$ cat src/design/sdram_pkg.sv
`default_nettype none

package sdram_pkg;

    localparam int data_width = 32;
    localparam int addr_width = 23;
    localparam int num_banks = 4;

    // address field widths, row takes what is left above bank and column
    localparam int bank_width = $clog2(num_banks);
    localparam int col_width = 8;
    localparam int row_width = addr_width - bank_width - col_width;

    typedef logic [bank_width-1:0] bank_t;
    typedef logic [row_width-1:0] row_t;
    typedef logic [col_width-1:0] col_t;

    // command spacing count
    typedef logic [3:0] delay_t;

    typedef struct packed {
        row_t row;
        bank_t bank;
        col_t col;
    } user_addr_t;

    // levels of cs, ras, cas, we
    typedef enum logic [3:0] {
        cmd_unselected = 4'b1000,
        cmd_nop        = 4'b0111,
        cmd_active     = 4'b0011,
        cmd_read       = 4'b0101,
        cmd_write      = 4'b0100,
        cmd_terminate  = 4'b0110,
        cmd_precharge  = 4'b0010,
        cmd_refresh    = 4'b0001
    } sdram_cmd_e;

    typedef enum logic [3:0] {
        st_init,
        st_wait_delay,
        st_idle,
        st_refresh,
        st_activate,
        st_read,
        st_read_res,
        st_write,
        st_precharge
    } ctrl_state_e;

    // one cycle worth of sdram pin values
    typedef struct packed {
        sdram_cmd_e cmd;
        bank_t bank;
        row_t addr;
        logic [data_width-1:0] dq;
        logic dq_en;
    } sdram_pins_t;

    typedef struct packed {
        logic rw;
        user_addr_t addr;
        logic [data_width-1:0] data;
    } user_req_t;

endpackage

`default_nettype wire

$ cat src/design/sdram_timer.sv
`default_nettype none

module sdram_timer #(
    parameter int unsigned refresh_interval = 750
) (
    input  wire logic clk,
    input  wire logic rst,
    input  wire logic delay_load,
    input  wire sdram_pkg::delay_t delay_value,
    input  wire logic refresh_ack,
    output logic delay_done,
    output logic refresh_due
);

    import sdram_pkg::*;

    localparam int ref_width = $clog2(refresh_interval + 1);

    delay_t delay_q;
    logic [ref_width-1:0] ref_cnt_q;

    assign delay_done = (delay_q == '0);

    // command spacing, counts down to zero and stops
    always_ff @(posedge clk) begin
        if (rst) begin
            delay_q <= '0;
        end else if (delay_load) begin
            delay_q <= delay_value;
        end else if (!delay_done) begin
            delay_q <= delay_q - 1'b1;
        end
    end

    // free running, wraps once per interval
    always_ff @(posedge clk) begin
        if (rst) begin
            ref_cnt_q <= '0;
        end else if (ref_cnt_q == ref_width'(refresh_interval)) begin
            ref_cnt_q <= '0;
        end else begin
            ref_cnt_q <= ref_cnt_q + 1'b1;
        end
    end

    // due flag stays up until the fsm answers it
    always_ff @(posedge clk) begin
        if (rst) begin
            refresh_due <= 1'b0;
        end else if (ref_cnt_q == ref_width'(refresh_interval)) begin
            refresh_due <= 1'b1;
        end else if (refresh_ack) begin
            refresh_due <= 1'b0;
        end
    end

endmodule

`default_nettype wire

$ cat src/design/sdram_row_tracker.sv
`default_nettype none

module sdram_row_tracker (
    input  wire logic clk,
    input  wire logic rst,
    input  wire sdram_pkg::bank_t cmd_bank,
    input  wire sdram_pkg::row_t cmd_row,
    input  wire logic open_row,
    input  wire logic close_bank,
    input  wire logic close_all,
    output logic row_open,
    output logic row_hit
);

    import sdram_pkg::*;

    logic [num_banks-1:0] open_q;
    row_t rows_q [num_banks];

    assign row_open = open_q[cmd_bank];
    assign row_hit = row_open && (rows_q[cmd_bank] == cmd_row);

    always_ff @(posedge clk) begin
        if (rst) begin
            open_q <= '0;
        end else if (close_all) begin
            open_q <= '0;
        end else if (close_bank) begin
            open_q[cmd_bank] <= 1'b0;
        end else if (open_row) begin
            open_q[cmd_bank] <= 1'b1;
        end
    end

    // row only matters while the open bit is set
    always_ff @(posedge clk) begin
        if (open_row) begin
            rows_q[cmd_bank] <= cmd_row;
        end
    end

endmodule

`default_nettype wire

$ cat src/design/sdram_request_slot.sv
`default_nettype none

module sdram_request_slot (
    input  wire logic clk,
    input  wire logic rst,
    input  wire logic in_valid,
    input  wire logic rw,
    input  wire sdram_pkg::user_addr_t user_addr,
    input  wire logic [sdram_pkg::data_width-1:0] data_in,
    input  wire logic take,
    output sdram_pkg::user_req_t req,
    output logic pending,
    output logic busy
);

    import sdram_pkg::*;

    logic full_q;

    // comes out of reset full, init frees it
    always_ff @(posedge clk) begin
        if (rst) begin
            full_q <= 1'b1;
        end else if (take) begin
            full_q <= 1'b0;
        end else if (in_valid) begin
            full_q <= 1'b1;
        end
    end

    always_ff @(posedge clk) begin
        if (in_valid && !full_q) begin
            req.rw <= rw;
            req.addr <= user_addr;
            req.data <= data_in;
        end
    end

    assign pending = full_q;
    assign busy = full_q;

endmodule

`default_nettype wire

$ cat src/design/sdram_pin_driver.sv
`default_nettype none

module sdram_pin_driver (
    input  wire logic clk,
    input  wire logic rst,
    input  wire sdram_pkg::sdram_pins_t pins_next,
    input  wire logic cke,
    input  wire logic capture,
    input  wire logic [sdram_pkg::data_width-1:0] sdram_dqi,
    output logic sdram_cke,
    output logic sdram_cs,
    output logic sdram_ras,
    output logic sdram_cas,
    output logic sdram_we,
    output sdram_pkg::bank_t sdram_ba,
    output logic [sdram_pkg::row_width-1:0] sdram_a,
    output logic [sdram_pkg::data_width-1:0] sdram_dqo,
    output logic sdram_dq_en,
    output logic [sdram_pkg::data_width-1:0] data_out,
    output logic out_valid
);

    import sdram_pkg::*;

    sdram_cmd_e cmd_q;
    logic [data_width-1:0] dqi_q;

    assign {sdram_cs, sdram_ras, sdram_cas, sdram_we} = cmd_q;

    always_ff @(posedge clk) begin
        if (rst) begin
            cmd_q <= cmd_nop;
            sdram_cke <= 1'b0;
            sdram_dq_en <= 1'b0;
            out_valid <= 1'b0;
        end else begin
            cmd_q <= pins_next.cmd;
            sdram_cke <= cke;
            sdram_dq_en <= pins_next.dq_en;
            out_valid <= capture;
        end
    end

    // address and data follow the command
    always_ff @(posedge clk) begin
        sdram_ba <= pins_next.bank;
        sdram_a <= pins_next.addr;
        sdram_dqo <= pins_next.dq;
        dqi_q <= sdram_dqi;
        if (capture) begin
            data_out <= dqi_q;
        end
    end

endmodule

`default_nettype wire

$ cat src/design/sdram_ctrl_fsm.sv
`default_nettype none

module sdram_ctrl_fsm #(
    parameter int unsigned t_cas = 2,
    parameter int unsigned t_act = 2,
    parameter int unsigned t_pre = 2,
    parameter int unsigned t_ref = 6
) (
    input  wire logic clk,
    input  wire logic rst,
    input  wire sdram_pkg::user_req_t req,
    input  wire logic pending,
    input  wire logic row_open,
    input  wire logic row_hit,
    input  wire logic delay_done,
    input  wire logic refresh_due,
    output logic take,
    output logic refresh_ack,
    output logic delay_load,
    output sdram_pkg::delay_t delay_value,
    output logic open_row,
    output logic close_bank,
    output logic close_all,
    output sdram_pkg::bank_t cmd_bank,
    output sdram_pkg::row_t cmd_row,
    output sdram_pkg::sdram_pins_t pins_next,
    output logic cke,
    output logic capture
);

    import sdram_pkg::*;

    ctrl_state_e state_q, state_d;
    ctrl_state_e next_q, next_d;
    logic pre_all_q, pre_all_d;

    // request being worked on
    logic rw_q;
    user_addr_t addr_q;
    logic [data_width-1:0] data_q;

    // column sits two bits up on the address pins
    row_t col_pins;
    assign col_pins = row_t'({addr_q.col, 2'b00});

    // tracker looks at the waiting request while idle
    assign cmd_bank = (state_q == st_idle) ? req.addr.bank : addr_q.bank;
    assign cmd_row = (state_q == st_idle) ? req.addr.row : addr_q.row;

    assign cke = (state_q != st_init);

    always_comb begin
        state_d = state_q;
        next_d = next_q;
        pre_all_d = pre_all_q;
        take = 1'b0;
        refresh_ack = 1'b0;
        delay_load = 1'b0;
        delay_value = '0;
        open_row = 1'b0;
        close_bank = 1'b0;
        close_all = 1'b0;
        capture = 1'b0;
        pins_next = '0;
        pins_next.cmd = cmd_nop;
        pins_next.dq = data_q;

        case (state_q)
            st_init: begin
                // frees the slot so busy drops
                take = 1'b1;
                delay_load = 1'b1;
                next_d = st_idle;
                state_d = st_wait_delay;
            end
            st_wait_delay: begin
                if (delay_done) begin
                    state_d = next_q;
                end
            end
            st_idle: begin
                if (refresh_due) begin
                    refresh_ack = 1'b1;
                    pre_all_d = 1'b1;
                    next_d = st_refresh;
                    state_d = st_precharge;
                end else if (pending) begin
                    take = 1'b1;
                    if (row_hit) begin
                        if (req.rw) begin
                            state_d = st_write;
                        end else begin
                            state_d = st_read;
                        end
                    end else if (row_open) begin
                        // other row open in this bank
                        pre_all_d = 1'b0;
                        next_d = st_activate;
                        state_d = st_precharge;
                    end else begin
                        state_d = st_activate;
                    end
                end
            end
            st_refresh: begin
                pins_next.cmd = cmd_refresh;
                delay_load = 1'b1;
                delay_value = delay_t'(t_ref);
                next_d = st_idle;
                state_d = st_wait_delay;
            end
            st_activate: begin
                pins_next.cmd = cmd_active;
                pins_next.bank = addr_q.bank;
                pins_next.addr = addr_q.row;
                open_row = 1'b1;
                delay_load = 1'b1;
                delay_value = delay_t'(t_act);
                if (rw_q) begin
                    next_d = st_write;
                end else begin
                    next_d = st_read;
                end
                state_d = st_wait_delay;
            end
            st_read: begin
                pins_next.cmd = cmd_read;
                pins_next.bank = addr_q.bank;
                pins_next.addr = col_pins;
                delay_load = 1'b1;
                delay_value = delay_t'(t_cas);
                next_d = st_read_res;
                state_d = st_wait_delay;
            end
            st_read_res: begin
                capture = 1'b1;
                state_d = st_idle;
            end
            st_write: begin
                pins_next.cmd = cmd_write;
                pins_next.bank = addr_q.bank;
                pins_next.addr = col_pins;
                pins_next.dq_en = 1'b1;
                state_d = st_idle;
            end
            st_precharge: begin
                pins_next.cmd = cmd_precharge;
                pins_next.bank = addr_q.bank;
                // a10 selects all banks
                pins_next.addr[10] = pre_all_q;
                close_all = pre_all_q;
                close_bank = !pre_all_q;
                delay_load = 1'b1;
                delay_value = delay_t'(t_pre);
                state_d = st_wait_delay;
            end
            default: begin
                state_d = st_init;
            end
        endcase
    end

    always_ff @(posedge clk) begin
        if (rst) begin
            state_q <= st_init;
            next_q <= st_idle;
            pre_all_q <= 1'b0;
        end else begin
            state_q <= state_d;
            next_q <= next_d;
            pre_all_q <= pre_all_d;
        end
    end

    // latch the request when it leaves the slot
    always_ff @(posedge clk) begin
        if (take && state_q == st_idle) begin
            rw_q <= req.rw;
            addr_q <= req.addr;
            data_q <= req.data;
        end
    end

endmodule

`default_nettype wire

$ cat src/design/sdram_ctrl_top.sv
`default_nettype none

module sdram_ctrl_top #(
    parameter int unsigned t_cas = 2,
    parameter int unsigned t_act = 2,
    parameter int unsigned t_pre = 2,
    parameter int unsigned t_ref = 6,
    parameter int unsigned refresh_interval = 750
) (
    input  wire logic clk,
    input  wire logic rst,
    input  wire logic in_valid,
    input  wire logic rw,
    input  wire sdram_pkg::user_addr_t user_addr,
    input  wire logic [sdram_pkg::data_width-1:0] data_in,
    input  wire logic [sdram_pkg::data_width-1:0] sdram_dqi,
    output logic busy,
    output logic [sdram_pkg::data_width-1:0] data_out,
    output logic out_valid,
    output logic sdram_cke,
    output logic sdram_cs,
    output logic sdram_ras,
    output logic sdram_cas,
    output logic sdram_we,
    output sdram_pkg::bank_t sdram_ba,
    output logic [sdram_pkg::row_width-1:0] sdram_a,
    output logic [sdram_pkg::data_width-1:0] sdram_dqo,
    output logic sdram_dq_en
);

    import sdram_pkg::*;

    user_req_t req;
    logic pending;
    logic take;

    logic row_open;
    logic row_hit;
    logic open_row;
    logic close_bank;
    logic close_all;
    bank_t cmd_bank;
    row_t cmd_row;

    logic delay_load;
    delay_t delay_value;
    logic delay_done;
    logic refresh_due;
    logic refresh_ack;

    sdram_pins_t pins_next;
    logic cke;
    logic capture;

    sdram_request_slot slot_i (
        .clk      (clk),
        .rst      (rst),
        .in_valid (in_valid),
        .rw       (rw),
        .user_addr(user_addr),
        .data_in  (data_in),
        .take     (take),
        .req      (req),
        .pending  (pending),
        .busy     (busy)
    );

    sdram_ctrl_fsm #(
        .t_cas(t_cas),
        .t_act(t_act),
        .t_pre(t_pre),
        .t_ref(t_ref)
    ) fsm_i (
        .clk        (clk),
        .rst        (rst),
        .req        (req),
        .pending    (pending),
        .row_open   (row_open),
        .row_hit    (row_hit),
        .delay_done (delay_done),
        .refresh_due(refresh_due),
        .take       (take),
        .refresh_ack(refresh_ack),
        .delay_load (delay_load),
        .delay_value(delay_value),
        .open_row   (open_row),
        .close_bank (close_bank),
        .close_all  (close_all),
        .cmd_bank   (cmd_bank),
        .cmd_row    (cmd_row),
        .pins_next  (pins_next),
        .cke        (cke),
        .capture    (capture)
    );

    sdram_timer #(
        .refresh_interval(refresh_interval)
    ) timer_i (
        .clk        (clk),
        .rst        (rst),
        .delay_load (delay_load),
        .delay_value(delay_value),
        .refresh_ack(refresh_ack),
        .delay_done (delay_done),
        .refresh_due(refresh_due)
    );

    sdram_row_tracker tracker_i (
        .clk       (clk),
        .rst       (rst),
        .cmd_bank  (cmd_bank),
        .cmd_row   (cmd_row),
        .open_row  (open_row),
        .close_bank(close_bank),
        .close_all (close_all),
        .row_open  (row_open),
        .row_hit   (row_hit)
    );

    sdram_pin_driver pins_i (
        .clk        (clk),
        .rst        (rst),
        .pins_next  (pins_next),
        .cke        (cke),
        .capture    (capture),
        .sdram_dqi  (sdram_dqi),
        .sdram_cke  (sdram_cke),
        .sdram_cs   (sdram_cs),
        .sdram_ras  (sdram_ras),
        .sdram_cas  (sdram_cas),
        .sdram_we   (sdram_we),
        .sdram_ba   (sdram_ba),
        .sdram_a    (sdram_a),
        .sdram_dqo  (sdram_dqo),
        .sdram_dq_en(sdram_dq_en),
        .data_out   (data_out),
        .out_valid  (out_valid)
    );

endmodule

`default_nettype wire

$ cat config.mk
export PLATFORM = sky130hd
export DESIGN_NAME = sdram_ctrl_top
export DESIGN_NICKNAME = d
export VERILOG_FILES = /design/src/design/sdram_pkg.sv /design/src/design/sdram_timer.sv /design/src/design/sdram_row_tracker.sv /design/src/design/sdram_request_slot.sv /design/src/design/sdram_pin_driver.sv /design/src/design/sdram_ctrl_fsm.sv /design/src/design/sdram_ctrl_top.sv
export SDC_FILE = /design/constraint.sdc
export NUM_CORES = 1
export LEC_CHECK = 0
export ABC_AREA = 0
export BUFFER_PORTS_ARGS = -buffer_cell sky130_fd_sc_hd__buf_2
export CAP_MARGIN = 40
export CORE_ASPECT_RATIO = 1.2
export CORE_UTILIZATION = 55
export CTS_CLUSTER_SIZE = 30
export DETAILED_ROUTE_END_ITERATION = 8
export PLACE_DENSITY_LB_ADDON = 0.12
export SETUP_SLACK_MARGIN = 0.05
export SYNTH_ARGS = -nofsm -noshare
export SYNTH_HDL_FRONTEND = slang
export SYNTH_HIERARCHICAL = 1
export SYNTH_SLANG_ARGS = --single-unit
$ cat constraint.sdc
create_clock -name clk -period 4.6 [get_ports clk]
set_input_delay 0.46 -clock clk [delete_from_list [all_inputs] [get_ports clk]]
set_output_delay 0.46 -clock clk [all_outputs]
set_load 0.01 [all_outputs]
* Yosys cells after proc, flatten, opt, wreduce, memory -nomap -nowiden
Memories as Yosys holds them, arrays and structs flattened.
Index checks and enable logic that the tools add are counted.
** Cells by class
- Order comparisons :: 2
- Bitwise gates (word level) :: 3
- Add/sub/neg operators :: 2
- Mux-type cells :: 48
- Reductions and logical operators :: 26
- Equality and inequality tests :: 16
** Operators with widths (number)
- two-way mux 4 bit :: 13
- case mux 4 bit (4 select lines) :: 2
- two-way mux 1 bit :: 22
- case mux 10 bit (2 select lines) :: 1
- equality test 4 x 3 -> 1 bit (second input constant) :: 4
- case mux 3 bit (5 select lines) :: 1
- equality test 13 bit :: 1
- two-way mux 13 bit :: 1
- adder 10 x 1 -> 10 bit (second input constant) :: 1
- equality test 10 bit (second input constant) :: 1
- nonzero test 2 bit :: 5
- OR reduction 2 bit :: 5
- equality test 4 x 2 -> 1 bit (second input constant) :: 2
- zero test 4 bit :: 2
- AND reduction 4 bit :: 2
- nonzero test 4 bit :: 2
- two-way mux 2 bit :: 3
- inequality test 3 x 2 -> 1 bit (second input constant) :: 2
- case mux 3 bit (2 select lines) :: 1
- OR reduction 5 bit :: 1
- AND 4 bit :: 1
- equality test 4 x 1 -> 1 bit (second input constant) :: 1
- equality test 4 bit (second input constant) :: 1
- logical AND 1 bit :: 4
- other kinds (15) :: 18
** Storage, ports and cells
- Word-level logic and storage cells :: 126
- RAM bits :: 52
- Bits of input ports :: 91
- Output and inout bits :: 87
- Memories kept :: 1
- Bits in registers :: 259
** Memories
- tracker_i.rows_q :: words 4, width 13, rd ports 1, clocked after memory_dff 0, wr ports 1, line sdram_row_tracker.sv:18 : row_t rows_q [num_banks];

* Logic depth before layout (Yosys ltp)
Gate-level depths: netlist (run 1).
- Depth in word-level cells :: 9
- Depth in mapped cells :: 16
- Depth with buffers taken out :: 12

* By module
Netlist (run 1), hierarchy kept.
** By module, submodules not included
- sdram_ctrl_fsm :: seq. area each 1841.8 µm², times used 1, cells an instance 226, area an instance 2735.1 µm²
- sdram_pin_driver :: seq. area each 2682.6 µm², times used 1, cells an instance 125, area an instance 2726.4 µm²
- sdram_row_tracker :: seq. area each 1641.6 µm², times used 1, cells an instance 120, area an instance 2282.2 µm²
- sdram_request_slot :: seq. area each 1701.6 µm², times used 1, cells an instance 61, area an instance 1729.2 µm²
- sdram_timer :: seq. area each 300.3 µm², times used 1, cells an instance 80, area an instance 720.7 µm²

* Worst setup path before layout (run 1)
No wires, ideal clock.
- Path type :: reg-to-reg
- Start point :: register fsm_i.state_q[0]
- End point :: register fsm_i.next_q[1]
- Setup time :: 0.122 ns
- Buffers on the path :: 3
- Path slack :: 1.010 ns
- Arrival time :: 3.467 ns
- Required time :: 4.478 ns
- Clock period less this slack :: 3.590 ns
- Cell stages (with the launch flop) :: 16
- Cell sequence :: dfxtp_1 > buf_6 > or4b_4 > buf_6 > nand2_1 > nand2_1 > buf_6 > mux4_2 > xor2_1 > nor4_2 > nand4_1 > nor4_2 > and3b_1 > o21ai_1 > a221oi_1 > a311o_1
** Between the ends
- Cells in the longest elaborated chain, start to end :: 7
- Elaborated cells between the ends (all ways) :: 19
- Classes of those cells :: eq/ne (8); mux (5); reduce/logical (5); memory (1)
** RTL lines
- from (decl) :: line sdram_ctrl_fsm.sv:33 : ctrl_state_e state_q, state_d;
- from (signal assigned) :: line sdram_ctrl_fsm.sv:165 : state_q <= st_init;
- from (signal assigned) :: line sdram_ctrl_fsm.sv:169 : state_q <= state_d;
- equality test 4 x 2 -> 1 bit (*) :: line sdram_ctrl_fsm.sv:47 : assign cmd_bank = (state_q == st_idle) ? req.addr.bank : addr_q.bank;
- two-way mux 2 bit (*) :: line sdram_ctrl_fsm.sv:47
- named net cmd_bank[0] :: line sdram_ctrl_top.sv:42 : bank_t cmd_bank;
- memory read (4 x 13 bit) / binary-select mux 1 bit (select 2 bit) (equally long branches)
- equality test 13 bit / two-way mux 1 bit (equally long branches) :: line sdram_row_tracker.sv:21, sdram_row_tracker.sv:20
- logical AND 1 bit (*) :: line sdram_row_tracker.sv:21 : assign row_hit = row_open && (rows_q[cmd_bank] == cmd_row);
- named net row_hit :: line sdram_ctrl_top.sv:38 : logic row_hit;
- inequality test 3 x 2 -> 1 bit (no source line) (*)
- AND reduction 4 bit (no source line) (*)
- to (signal assigned) :: line sdram_ctrl_fsm.sv:166 : next_q <= st_idle;
- to (signal assigned) :: line sdram_ctrl_fsm.sv:170 : next_q <= next_d;
- to (decl) :: line sdram_ctrl_fsm.sv:34 : ctrl_state_e next_q, next_d;
The timed path passes the listed nets; every way through them passes the cells marked *. The select of a mux whose other input is x is not followed.
A chain may end at the register's enable or synchronous reset.

* Final worst setup path (run 1)
Same ends and word-level chain as after synthesis.

==> results.cfg, run 1 <==
[outcome]
status = complete, no violations

[clock_tree]
cts_hold_buf = 0
path_clk_slew_ns = 0.06
worstSkewPairLatency_ns = 0.53
clkSinkCount = 310
cts_tree = yes
cts_buffer_depth = 3
postCtsSetupBuffers = 0
ctsHtreeMaxLevel = 1
root_buffer = clkbuf_16
cts-buffers-inserted = 29
cts_resized = 0

[timing]
rsz0062_at_grt = false
setup_viol = 0
holdWs_ns = 0.0278
period_minus_slack_ns = 4.13
finalHoldViolations = 0
fin_skew_ns = 0.0171
finalCritPeriodShare = 0.897
relSlewSlack = 0.479
max_freq_mhz = 242
tightest_slew_ns = 0.779
finalMaxSlewViolations = 0
setup_tns_ns = 0

[pwr]
finalPower_mw = 6.92
ir_drop_v = 0.000458
power.leakage_nw = 4.73
powerDensity_nw_per_um2 = 562

[cells_and_area]
multiInputGateArea_um2 = 1850
drive_gt1_frac = 0.320
diodes = 0
fin_cells = 1059
ff_latch_area_um2 = 8170
fin_util = 0.678
area_growth_pct = 20.8
fill_cells = 1232
nNetsFinal = 908

[synth]
synth_commonest_cells = edfxtp_1, dfxtp_1, nand2_1, nor2_1
yosysTopAreaCellShare = 0.577
ys_seq_elements = 310
synth.top_cells.by_area = edfxtp_1, dfxtp_1, nand2_1
ys_warn_count = 6
synthDistinctLibCells = 70
synthArstFlopShare = 0
syn_inst = 612
synth.most_common_cell = edfxtp_1
ys_seq_area_frac = 0.801
synth_area_leader_cell = edfxtp_1
syn_area_um2 = 10200
synth_area_per_cell_um2 = 16.7
ys.flop_type = edfxtp_1
synth_edf_count = 196

[routing]
route.detailed.drc = 0
num_vias = 5517
drt_iter0_markers = 397
routed_via_density = 5.21
wl_um = 18300
ant_nets = 0
routedWlPerCell_um = 17.3
first_pass_iters = 6

[setup_path]
crit_path_max_fanout = 18
critPathLaunchType = flip-flop
worstSetupEndpointType = flip-flop
critPathRequiredTime_ns = 5.01
path_class = reg -> reg
crit_arrival_ns = 4.54

[global_route]
grt_pass1_wl_um = 28500
grtUsageTotal = 0.192
grt_antenna_before_repair = 0
grt_pass1_vias = 5657
grt_overflow = 0
grt_max_degree = 43

[min_path]
min_path_type = in -> reg

[floorplan]
placementRows = 54
fp.coreArea_um2 = 18200
initial_core_util = 0.561
die-area_um2 = 19100
die_y_um = 151
ios = 178
die_x_um = 126

[placed_design]
dp_hpwl_um = 12500
routabilityCongestion = 0.839
dp_cells = 1007
numPortBuffers = 177

[job]
cap_violations = 0
-- final cells by class --
cell class | count | area share
Tap cell | 224 | 0.0228
Multi-Input combinational cell | 270 | 0.150
Clock inverter | 16 | 0.0170
Clock buffer | 36 | 0.0619
Timing Repair Buffer | 193 | 0.0817
Sequential cell | 310 | 0.663
Inverter | 10 | 0.00305
-- power by group --
part	internal, mW	total [mW]	switching (mW)	leakage [nW]
clock network	1.41	2.38	0.978	0.451
registers	3.34	3.45	0.117	2.73
logic	0.432	1.09	0.655	1.55
total	5.17	6.92	1.75	4.73
-- cell usage in the layout, fill, tap and decap left out, types with 3 or more instances in the layout --
cell / n
conb_1: 3
clkinvlp_4: 6
a21oi_1: 9
clkbuf_16: 29
dfxtp_1: 114
nor3_1: 6
nand2b_1: 4
o22ai_1: 3
and2_1: 7
buf_4: 16
a31oi_1: 3
bufinv_16: 4
or2_1: 3
nand4_1: 4
o21ai_0: 5
buf_2: 177
clkinv_4: 4
nor2b_1: 9
xnor2_1: 11
nand3_1: 5
a22o_1: 8
inv_1: 8
xor2_1: 10
and3_1: 4
nand2_1: 70
nor2_1: 33
clkbuf_1: 6
mux2i_1: 9
edfxtp_1: 196
ha_1: 3
o211ai_1: 3
mux4_2: 11
-- worst max-delay path, cell delays in order, from the launching register on --
cell and delay [ns]:
dfxtp_1 0.50, or4b_4 0.70, nand2_1 0.13, nand2_1 0.23, mux4_2 0.51, xor2_1 0.17, nor4_2 0.30, nand4_1 0.14
nor4_2 0.49, and3b_1 0.23, o21ai_1 0.16, a221oi_1 0.10, a311o_1 0.34
-- worst paths after layout --
check / cells after the start / startpoint / slack (ns) / endpoint
worst max-delay path: 12 / fsm_i/state_q[0] / 0.47 / fsm_i/next_q[1]
worst min-delay path: 1 / sdram_dqi[15] / 0.03 / pins_i/dqi_q[15]
worst max register to register: 12 / fsm_i/state_q[0] / 0.47 / fsm_i/next_q[1]
worst min register to register: 0 / fsm_i/data_q[11] / 0.34 / pins_i/sdram_dqo[11]
-- layer usage --
layer	share of wire	vias to the layer above	GRT usage
met2	0.49	201	0.320
met1	0.40	2653	0.236
met4	0.021	0	0.0608
met5	0	-	0
li1	-	2629	-
met3	0.089	34	0.0657
-- cells by family after synthesis --
family          count (synthesis)  synth area share
compound gates                 52            0.0372
xor+xnor                       21            0.0180
fa+ha+maj                       3           0.00368
buf+inv                        34            0.0184
flops                         310             0.801
mux                            21            0.0342
other cells                     1          0.000368
simple gates                  170            0.0868
-- sequential cells by signal, indices dropped and copies added, names as in the netlist, 2 cells and up, named ones only --
register           flops
fsm_i/addr_q          23
fsm_i/state_q          4
pins_i/sdram_dqo      32
pins_i/cmd_q           4
pins_i/sdram_ba        2
slot_i/req            56
pins_i/dqi_q          32
timer_i/delay_q        4
timer_i/ref_cnt_q     10
fsm_i/next_q           3
tracker_i/rows_q      52
pins_i/data_out       32
pins_i/sdram_a        13
fsm_i/data_q          32
-- through the flow --
step	instance area (µm²)	setup WS (ns)
floorplan	10200	1.01
global placement	11300	0.594
detailed placement	11300	0.511
CTS	12300	0.468
global route	12300	0.246
finish	12300	0.472
(Power assumes the default switching activity.)
==> run 2: changes to the inputs <==
ABC_AREA = 1   (was 0)
CAP_MARGIN = not set   (was 40)
==> results.cfg, run 2 <==
[outcome]
status = complete, no violations

[synth]
ys_seq_area_frac = 0.782
ys.flop_type = edfxtp_1
syn_inst = 806
synth_area_leader_cell = edfxtp_1
ys_seq_elements = 310
synth_commonest_cells = nand2_1, edfxtp_1, dfxtp_1, inv_1, nor2_1
yosysTopAreaCellShare = 0.564
synthArstFlopShare = 0
synth_edf_count = 196
synth.most_common_cell = nand2_1
synthDistinctLibCells = 37
syn_area_um2 = 10400
synth_area_per_cell_um2 = 13.0
synth.top_cells.by_area = edfxtp_1, dfxtp_1, nand2_1
ys_warn_count = 6

[setup_path]
crit_path_max_fanout = 17
crit_path_top_delay_cell = nand2_1
ff2ff_setup_slack_ns = 0.82
critPathRequiredTime_ns = 5.02
crit_path_frequent_cell = nand2_1
slowest_delay_ns = 0.56
path_class = reg -> reg
path_delay_family = simple AND/OR/NAND/NOR gates
critPathBufInv = 2
worstSetupEndpointType = flip-flop
crit_arrival_ns = 4.20
path_cells = nor2_1 > nand2_1 > nand2_1 > nand2_1 > buf_4 > nor2_2 > nand2_1 > nand2_1 > nor2_1 > a21oi_2 > nand2_1 > nor2_1 > nand2_1 > nor2_1 > inv_1 > a21oi_1 > nand2_1 > nand3_2 > nand2_1 > nand2_1 > nor2_1
critPathLaunchType = flip-flop

[placed_design]
numPortBuffers = 177
placed_area_um2 = 11600
dp_hpwl_um = 13000
dp_cells = 1225
routabilityCongestion = 0.864

[clock_tree]
worstSkewPairLatency_ns = 0.54
path_clk_slew_ns = 0.07
cts-buffers-inserted = 29
root_buffer = clkbuf_16
cts_tree = yes
ctsHtreeMaxLevel = 1
cts_buffer_depth = 3
clkSinkCount = 310

[pwr]
power.internal_mw = 4.99
finalPower_mw = 6.82
sw_frac_of_total = 0.268
seqPwrFrac = 0.501
p_comb_frac = 0.160
powerDensity_nw_per_um2 = 542
ir_drop_v = 0.000407
switchingPower_mw = 1.83
power.share.clock = 0.339
power.leakage_nw = 5.24

[min_path]
min_path_type = in -> reg

[routing]
route.detailed.drc = 0
routedWlPerCell_um = 15.1
first_pass_iters = 5
routed_via_density = 4.83
num_vias = 6202
wl_um = 19400
ant_nets = 0
drt_iter0_markers = 338

[global_route]
grt_antenna_before_repair = 1
grt_pass1_vias = 6145
grtUsageTotal = 0.203
grt_pass1_wl_um = 30600
grt_max_degree = 37
grt_overflow = 0

[timing]
fin_skew_ns = 0.0139
finalMaxSlewViolations = 0
max_freq_mhz = 265
setup_viol = 0
rsz0062_at_grt = false
tightest_slew_ns = 1.08
holdWs_ns = 0.0191
setup_tns_ns = 0
finalHoldViolations = 0
period_minus_slack_ns = 3.78
relSlewSlack = 0.277
finalCritPeriodShare = 0.821

[floorplan]
ios = 178
die-area_um2 = 19500
initial_core_util = 0.568
fp.coreArea_um2 = 18400
placementRows = 54
die_x_um = 128
die_y_um = 153

[cells_and_area]
fill_cells = 1351
stdcell_area_um2 = 12600
largest_register_ffs = 56
final_common_cell = nand2_1
area_growth_pct = 20.5
largest_register = slot_i/req
largestRegisters = slot_i/req x56, tracker_i/rows_q x52
fin_cells = 1284
nNetsFinal = 1103
drive_gt1_frac = 0.254
layout_common_cells = nand2_1, edfxtp_1, buf_2

[job]
cap_violations = 0
-- run 2: kinds of logic after synthesis --
kind of cell	count (synthesis)	share of synthesized area
other	1	0.000359
AO/OA/AOI/OAI	48	0.0297
buffers and inverters	86	0.0388
AND/OR/NAND/NOR	353	0.141
adder cells (fa/ha/maj)	3	0.00359
XOR/XNOR	5	0.00419
flip-flops	310	0.782
-- run 2: cell type report --
cell class | count | area, µm² | area share
antenna | 1 | 2.50 | 0.000199
clock buffer | 39 | 846 | 0.0672
clock inverter | 14 | 97.6 | 0.00775
inverter | 65 | 249 | 0.0198
multi-input combinational | 412 | 1900 | 0.151
sequential | 310 | 8170 | 0.649
tap | 252 | 315 | 0.0251
timing repair buffer | 191 | 1000 | 0.0797
-- run 2: repair_timing --
action / 4_1_cts / 5_1_grt
buffers inserted: 0 / 0
gates resized for setup: 0 / 0
hold buffers: 0 / 5
endpoints found under the hold margin: 0 / 5
-- run 2: per-stage QoR --
stage	worst slack, ns	util
finish	0.822	0.685
global route	0.314	0.685
CTS	0.869	0.682
detailed placement	0.908	0.631
global placement	0.874	0.631
floorplan	1.10	-
-- run 2: final timing paths --
kind,from,end,cells past startpoint
worst max register to register,fsm_i/state_q[2],fsm_i/next_q[0],21
worst min register to register,fsm_i/data_q[25],pins_i/sdram_dqo[25],0
worst max-delay path,fsm_i/state_q[2],fsm_i/next_q[0],21
worst min-delay path,sdram_dqi[2],pins_i/dqi_q[2],1
-- run 2: layer usage --
metal  wire [µm]  global-route usage
met1        7700               0.248
met2        9280               0.330
met5           0                   0
met3        1870              0.0763
met4         502              0.0695
-- run 2: power groups by stage --
stage | clock (mW) | combinational, mW | sequential, mW
final | 2.31 | 1.09 | 3.42
after global routing | 2.47 | 1.25 | 3.44
after CTS | 2.36 | 1.10 | 3.42
after detailed placement | 0 | 1.09 | 3.48
after global placement | 0 | 1.07 | 3.46
after floorplan | 0 | 0.776 | 3.48
==> run 3: changes to the inputs <==
CORE_UTILIZATION = 50   (was 55)
clock period = 3.4 ns   (was 4.6 ns; I/O delays follow)
==> results.cfg, run 3 (same netlist as run 2, synthesis figures left out) <==
[job]
cap_violations = 0

[clock_tree]
postCtsSetupBuffers = 0
clkSinkCount = 310
cts_buffer_depth = 3
root_buffer = clkbuf_16
ctsHtreeMaxLevel = 1
path_clk_slew_ns = 0.06
worstSkewPairLatency_ns = 0.53
cts-buffers-inserted = 29
cts_tree = yes

[global_route]
grt_pass1_vias = 6717
grt_overflow = 0
grtUsageTotal = 0.203
grt_max_degree = 57
grt_antenna_before_repair = 2
grt_pass1_wl_um = 34100

[timing]
finalCritPeriodShare = 0.867
finalMaxSlewViolations = 0
tightest_slew_ns = 1.02
relSlewSlack = 0.320
rsz0062_at_grt = false
holdWs_ns = 0.0254
period_minus_slack_ns = 2.95
setup_tns_ns = 0
max_freq_mhz = 339
finalHoldViolations = 0
setup_viol = 0
fin_skew_ns = 0.00793
fin_ws_ns = 0.452

[routing]
routedWlPerCell_um = 15.3
ant_nets = 0
wl_um = 21300
first_pass_iters = 5
drt_iter0_markers = 356
routed_via_density = 4.70
num_vias = 6530
route.detailed.drc = 0

[floorplan]
die-area_um2 = 21500
ios = 178
die_y_um = 160
initial_core_util = 0.514
placementRows = 57
fp.coreArea_um2 = 20300
die_x_um = 134

[setup_path]
reg2reg_to = fsm_i/next_q[0]
r2r_start = fsm_i/state_q[0]
worstSetupEndpointType = flip-flop
r2r_cells = 23
critPathRequiredTime_ns = 3.83
ff2ff_setup_slack_ns = 0.45
crit_arrival_ns = 3.38
crit_path_max_fanout = 22
path_class = reg -> reg
critPathLaunchType = flip-flop
crit_start = fsm_i/state_q[0]

[cells_and_area]
drive_gt1_frac = 0.246
area_growth_pct = 30.1
largestRegisters = slot_i/req x56, tracker_i/rows_q x52
nNetsFinal = 1195
largest_register_ffs = 56
layout_common_cells = nand2_1, edfxtp_1, buf_2
largest_register = slot_i/req
final_common_cell = nand2_1

[min_path]
hold_path_depth = 3
holdCritStartpoint = in_valid
min_path_type = in -> reg
holdPathEnd = slot_i/busy

[pwr]
switchingPower_mw = 2.54
power.share.clock = 0.348
power.leakage_nw = 5.65
ir_drop_v = 0.000537
p_comb_frac = 0.170
power.internal_mw = 7.05
seqPwrFrac = 0.481
sw_frac_of_total = 0.265
powerDensity_nw_per_um2 = 706

[outcome]
status = complete, no violations

[placed_design]
pre_cts_ws_ns = 0.288
routabilityCongestion = 0.858
dp_hpwl_um = 13100
numPortBuffers = 177
## run 3: timing repair
item,CTS,global route
endpoints found under the hold margin,87,0
resized for setup,0,8
hold buffers,87,0
setup endpoints to repair,0,7
## run 3: area by class of cell
| type | instances | area (µm²) |
|---|---|---|
| Antenna cell | 2 | 5.00 |
| Sequential cell | 310 | 8170 |
| Timing Repair Buffer | 282 | 1900 |
| Tap cell | 265 | 332 |
| Clock inverter | 10 | 136 |
| Fill cell | 1498 | 6740 |
| Clock buffer | 43 | 878 |
| Timing Repair inverter | 1 | 6.26 |
| Inverter | 65 | 249 |
| Multi-Input combinational cell | 412 | 1910 |
## run 3: routing by layer
layer  wire, µm  track usage
met1       8500        0.246
met2      10600        0.344
met5          0            0
met3       1680       0.0622
met4        578       0.0697
## run 3: how the worst max path moves through the flow
| stage | to | cells after the start | slack [ns] |
|---|---|---|---|
| final | fsm_i/next_q[0] | 23 | 0.45 |
| after global routing | fsm_i/next_q[2] | 23 | 0.07 |
| after CTS | fsm_i/next_q[0] | 22 | 0.28 |
| after detailed placement | fsm_i/next_q[0] | 20 | 0.29 |
| after global placement | fsm_i/next_q[1] | 20 | 0.43 |
| after floorplan | slot_i/req[0] | 2 | 0.20 |
## run 3: critical path: stages (launching register included)
cell	delay (ns)
dfxtp_1	0.37
inv_2	0.10
nand2_1	0.13
nor2_4	0.22
nand2_1	0.09
nand2_2	0.17
buf_6	0.23
nand2_1	0.09
nand2_1	0.08
nand2_1	0.06
nand2_1	0.07
nand2_1	0.04
nand2_1	0.07
nand2_1	0.04
nor2_1	0.08
nand2_1	0.06
nor2_1	0.21
inv_1	0.10
a21oi_1	0.18
nand2_1	0.12
nand3_2	0.14
nand2_1	0.07
nand2_1	0.07
nor2_1	0.04
## run 3: per-stage QoR
stage,total power [mW],area [µm²],cells,utilization
floorplan,5.76,10500,808,-
global placement,6.20,11700,1247,0.574
detailed placement,6.23,11700,1247,0.574
CTS,9.65,13600,1387,0.667
global route,10.1,13600,1390,0.668
finish,9.59,13600,1390,0.668
## run 3: power groups by stage
stage                     registers (mW)  clock network, mW  logic [mW]
after floorplan                     4.70                  0        1.05
after global placement              4.68                  0        1.52
after detailed placement            4.69                  0        1.54
after CTS                           4.61               3.41        1.62
after global routing                4.65               3.59        1.86
final                               4.61               3.34        1.63
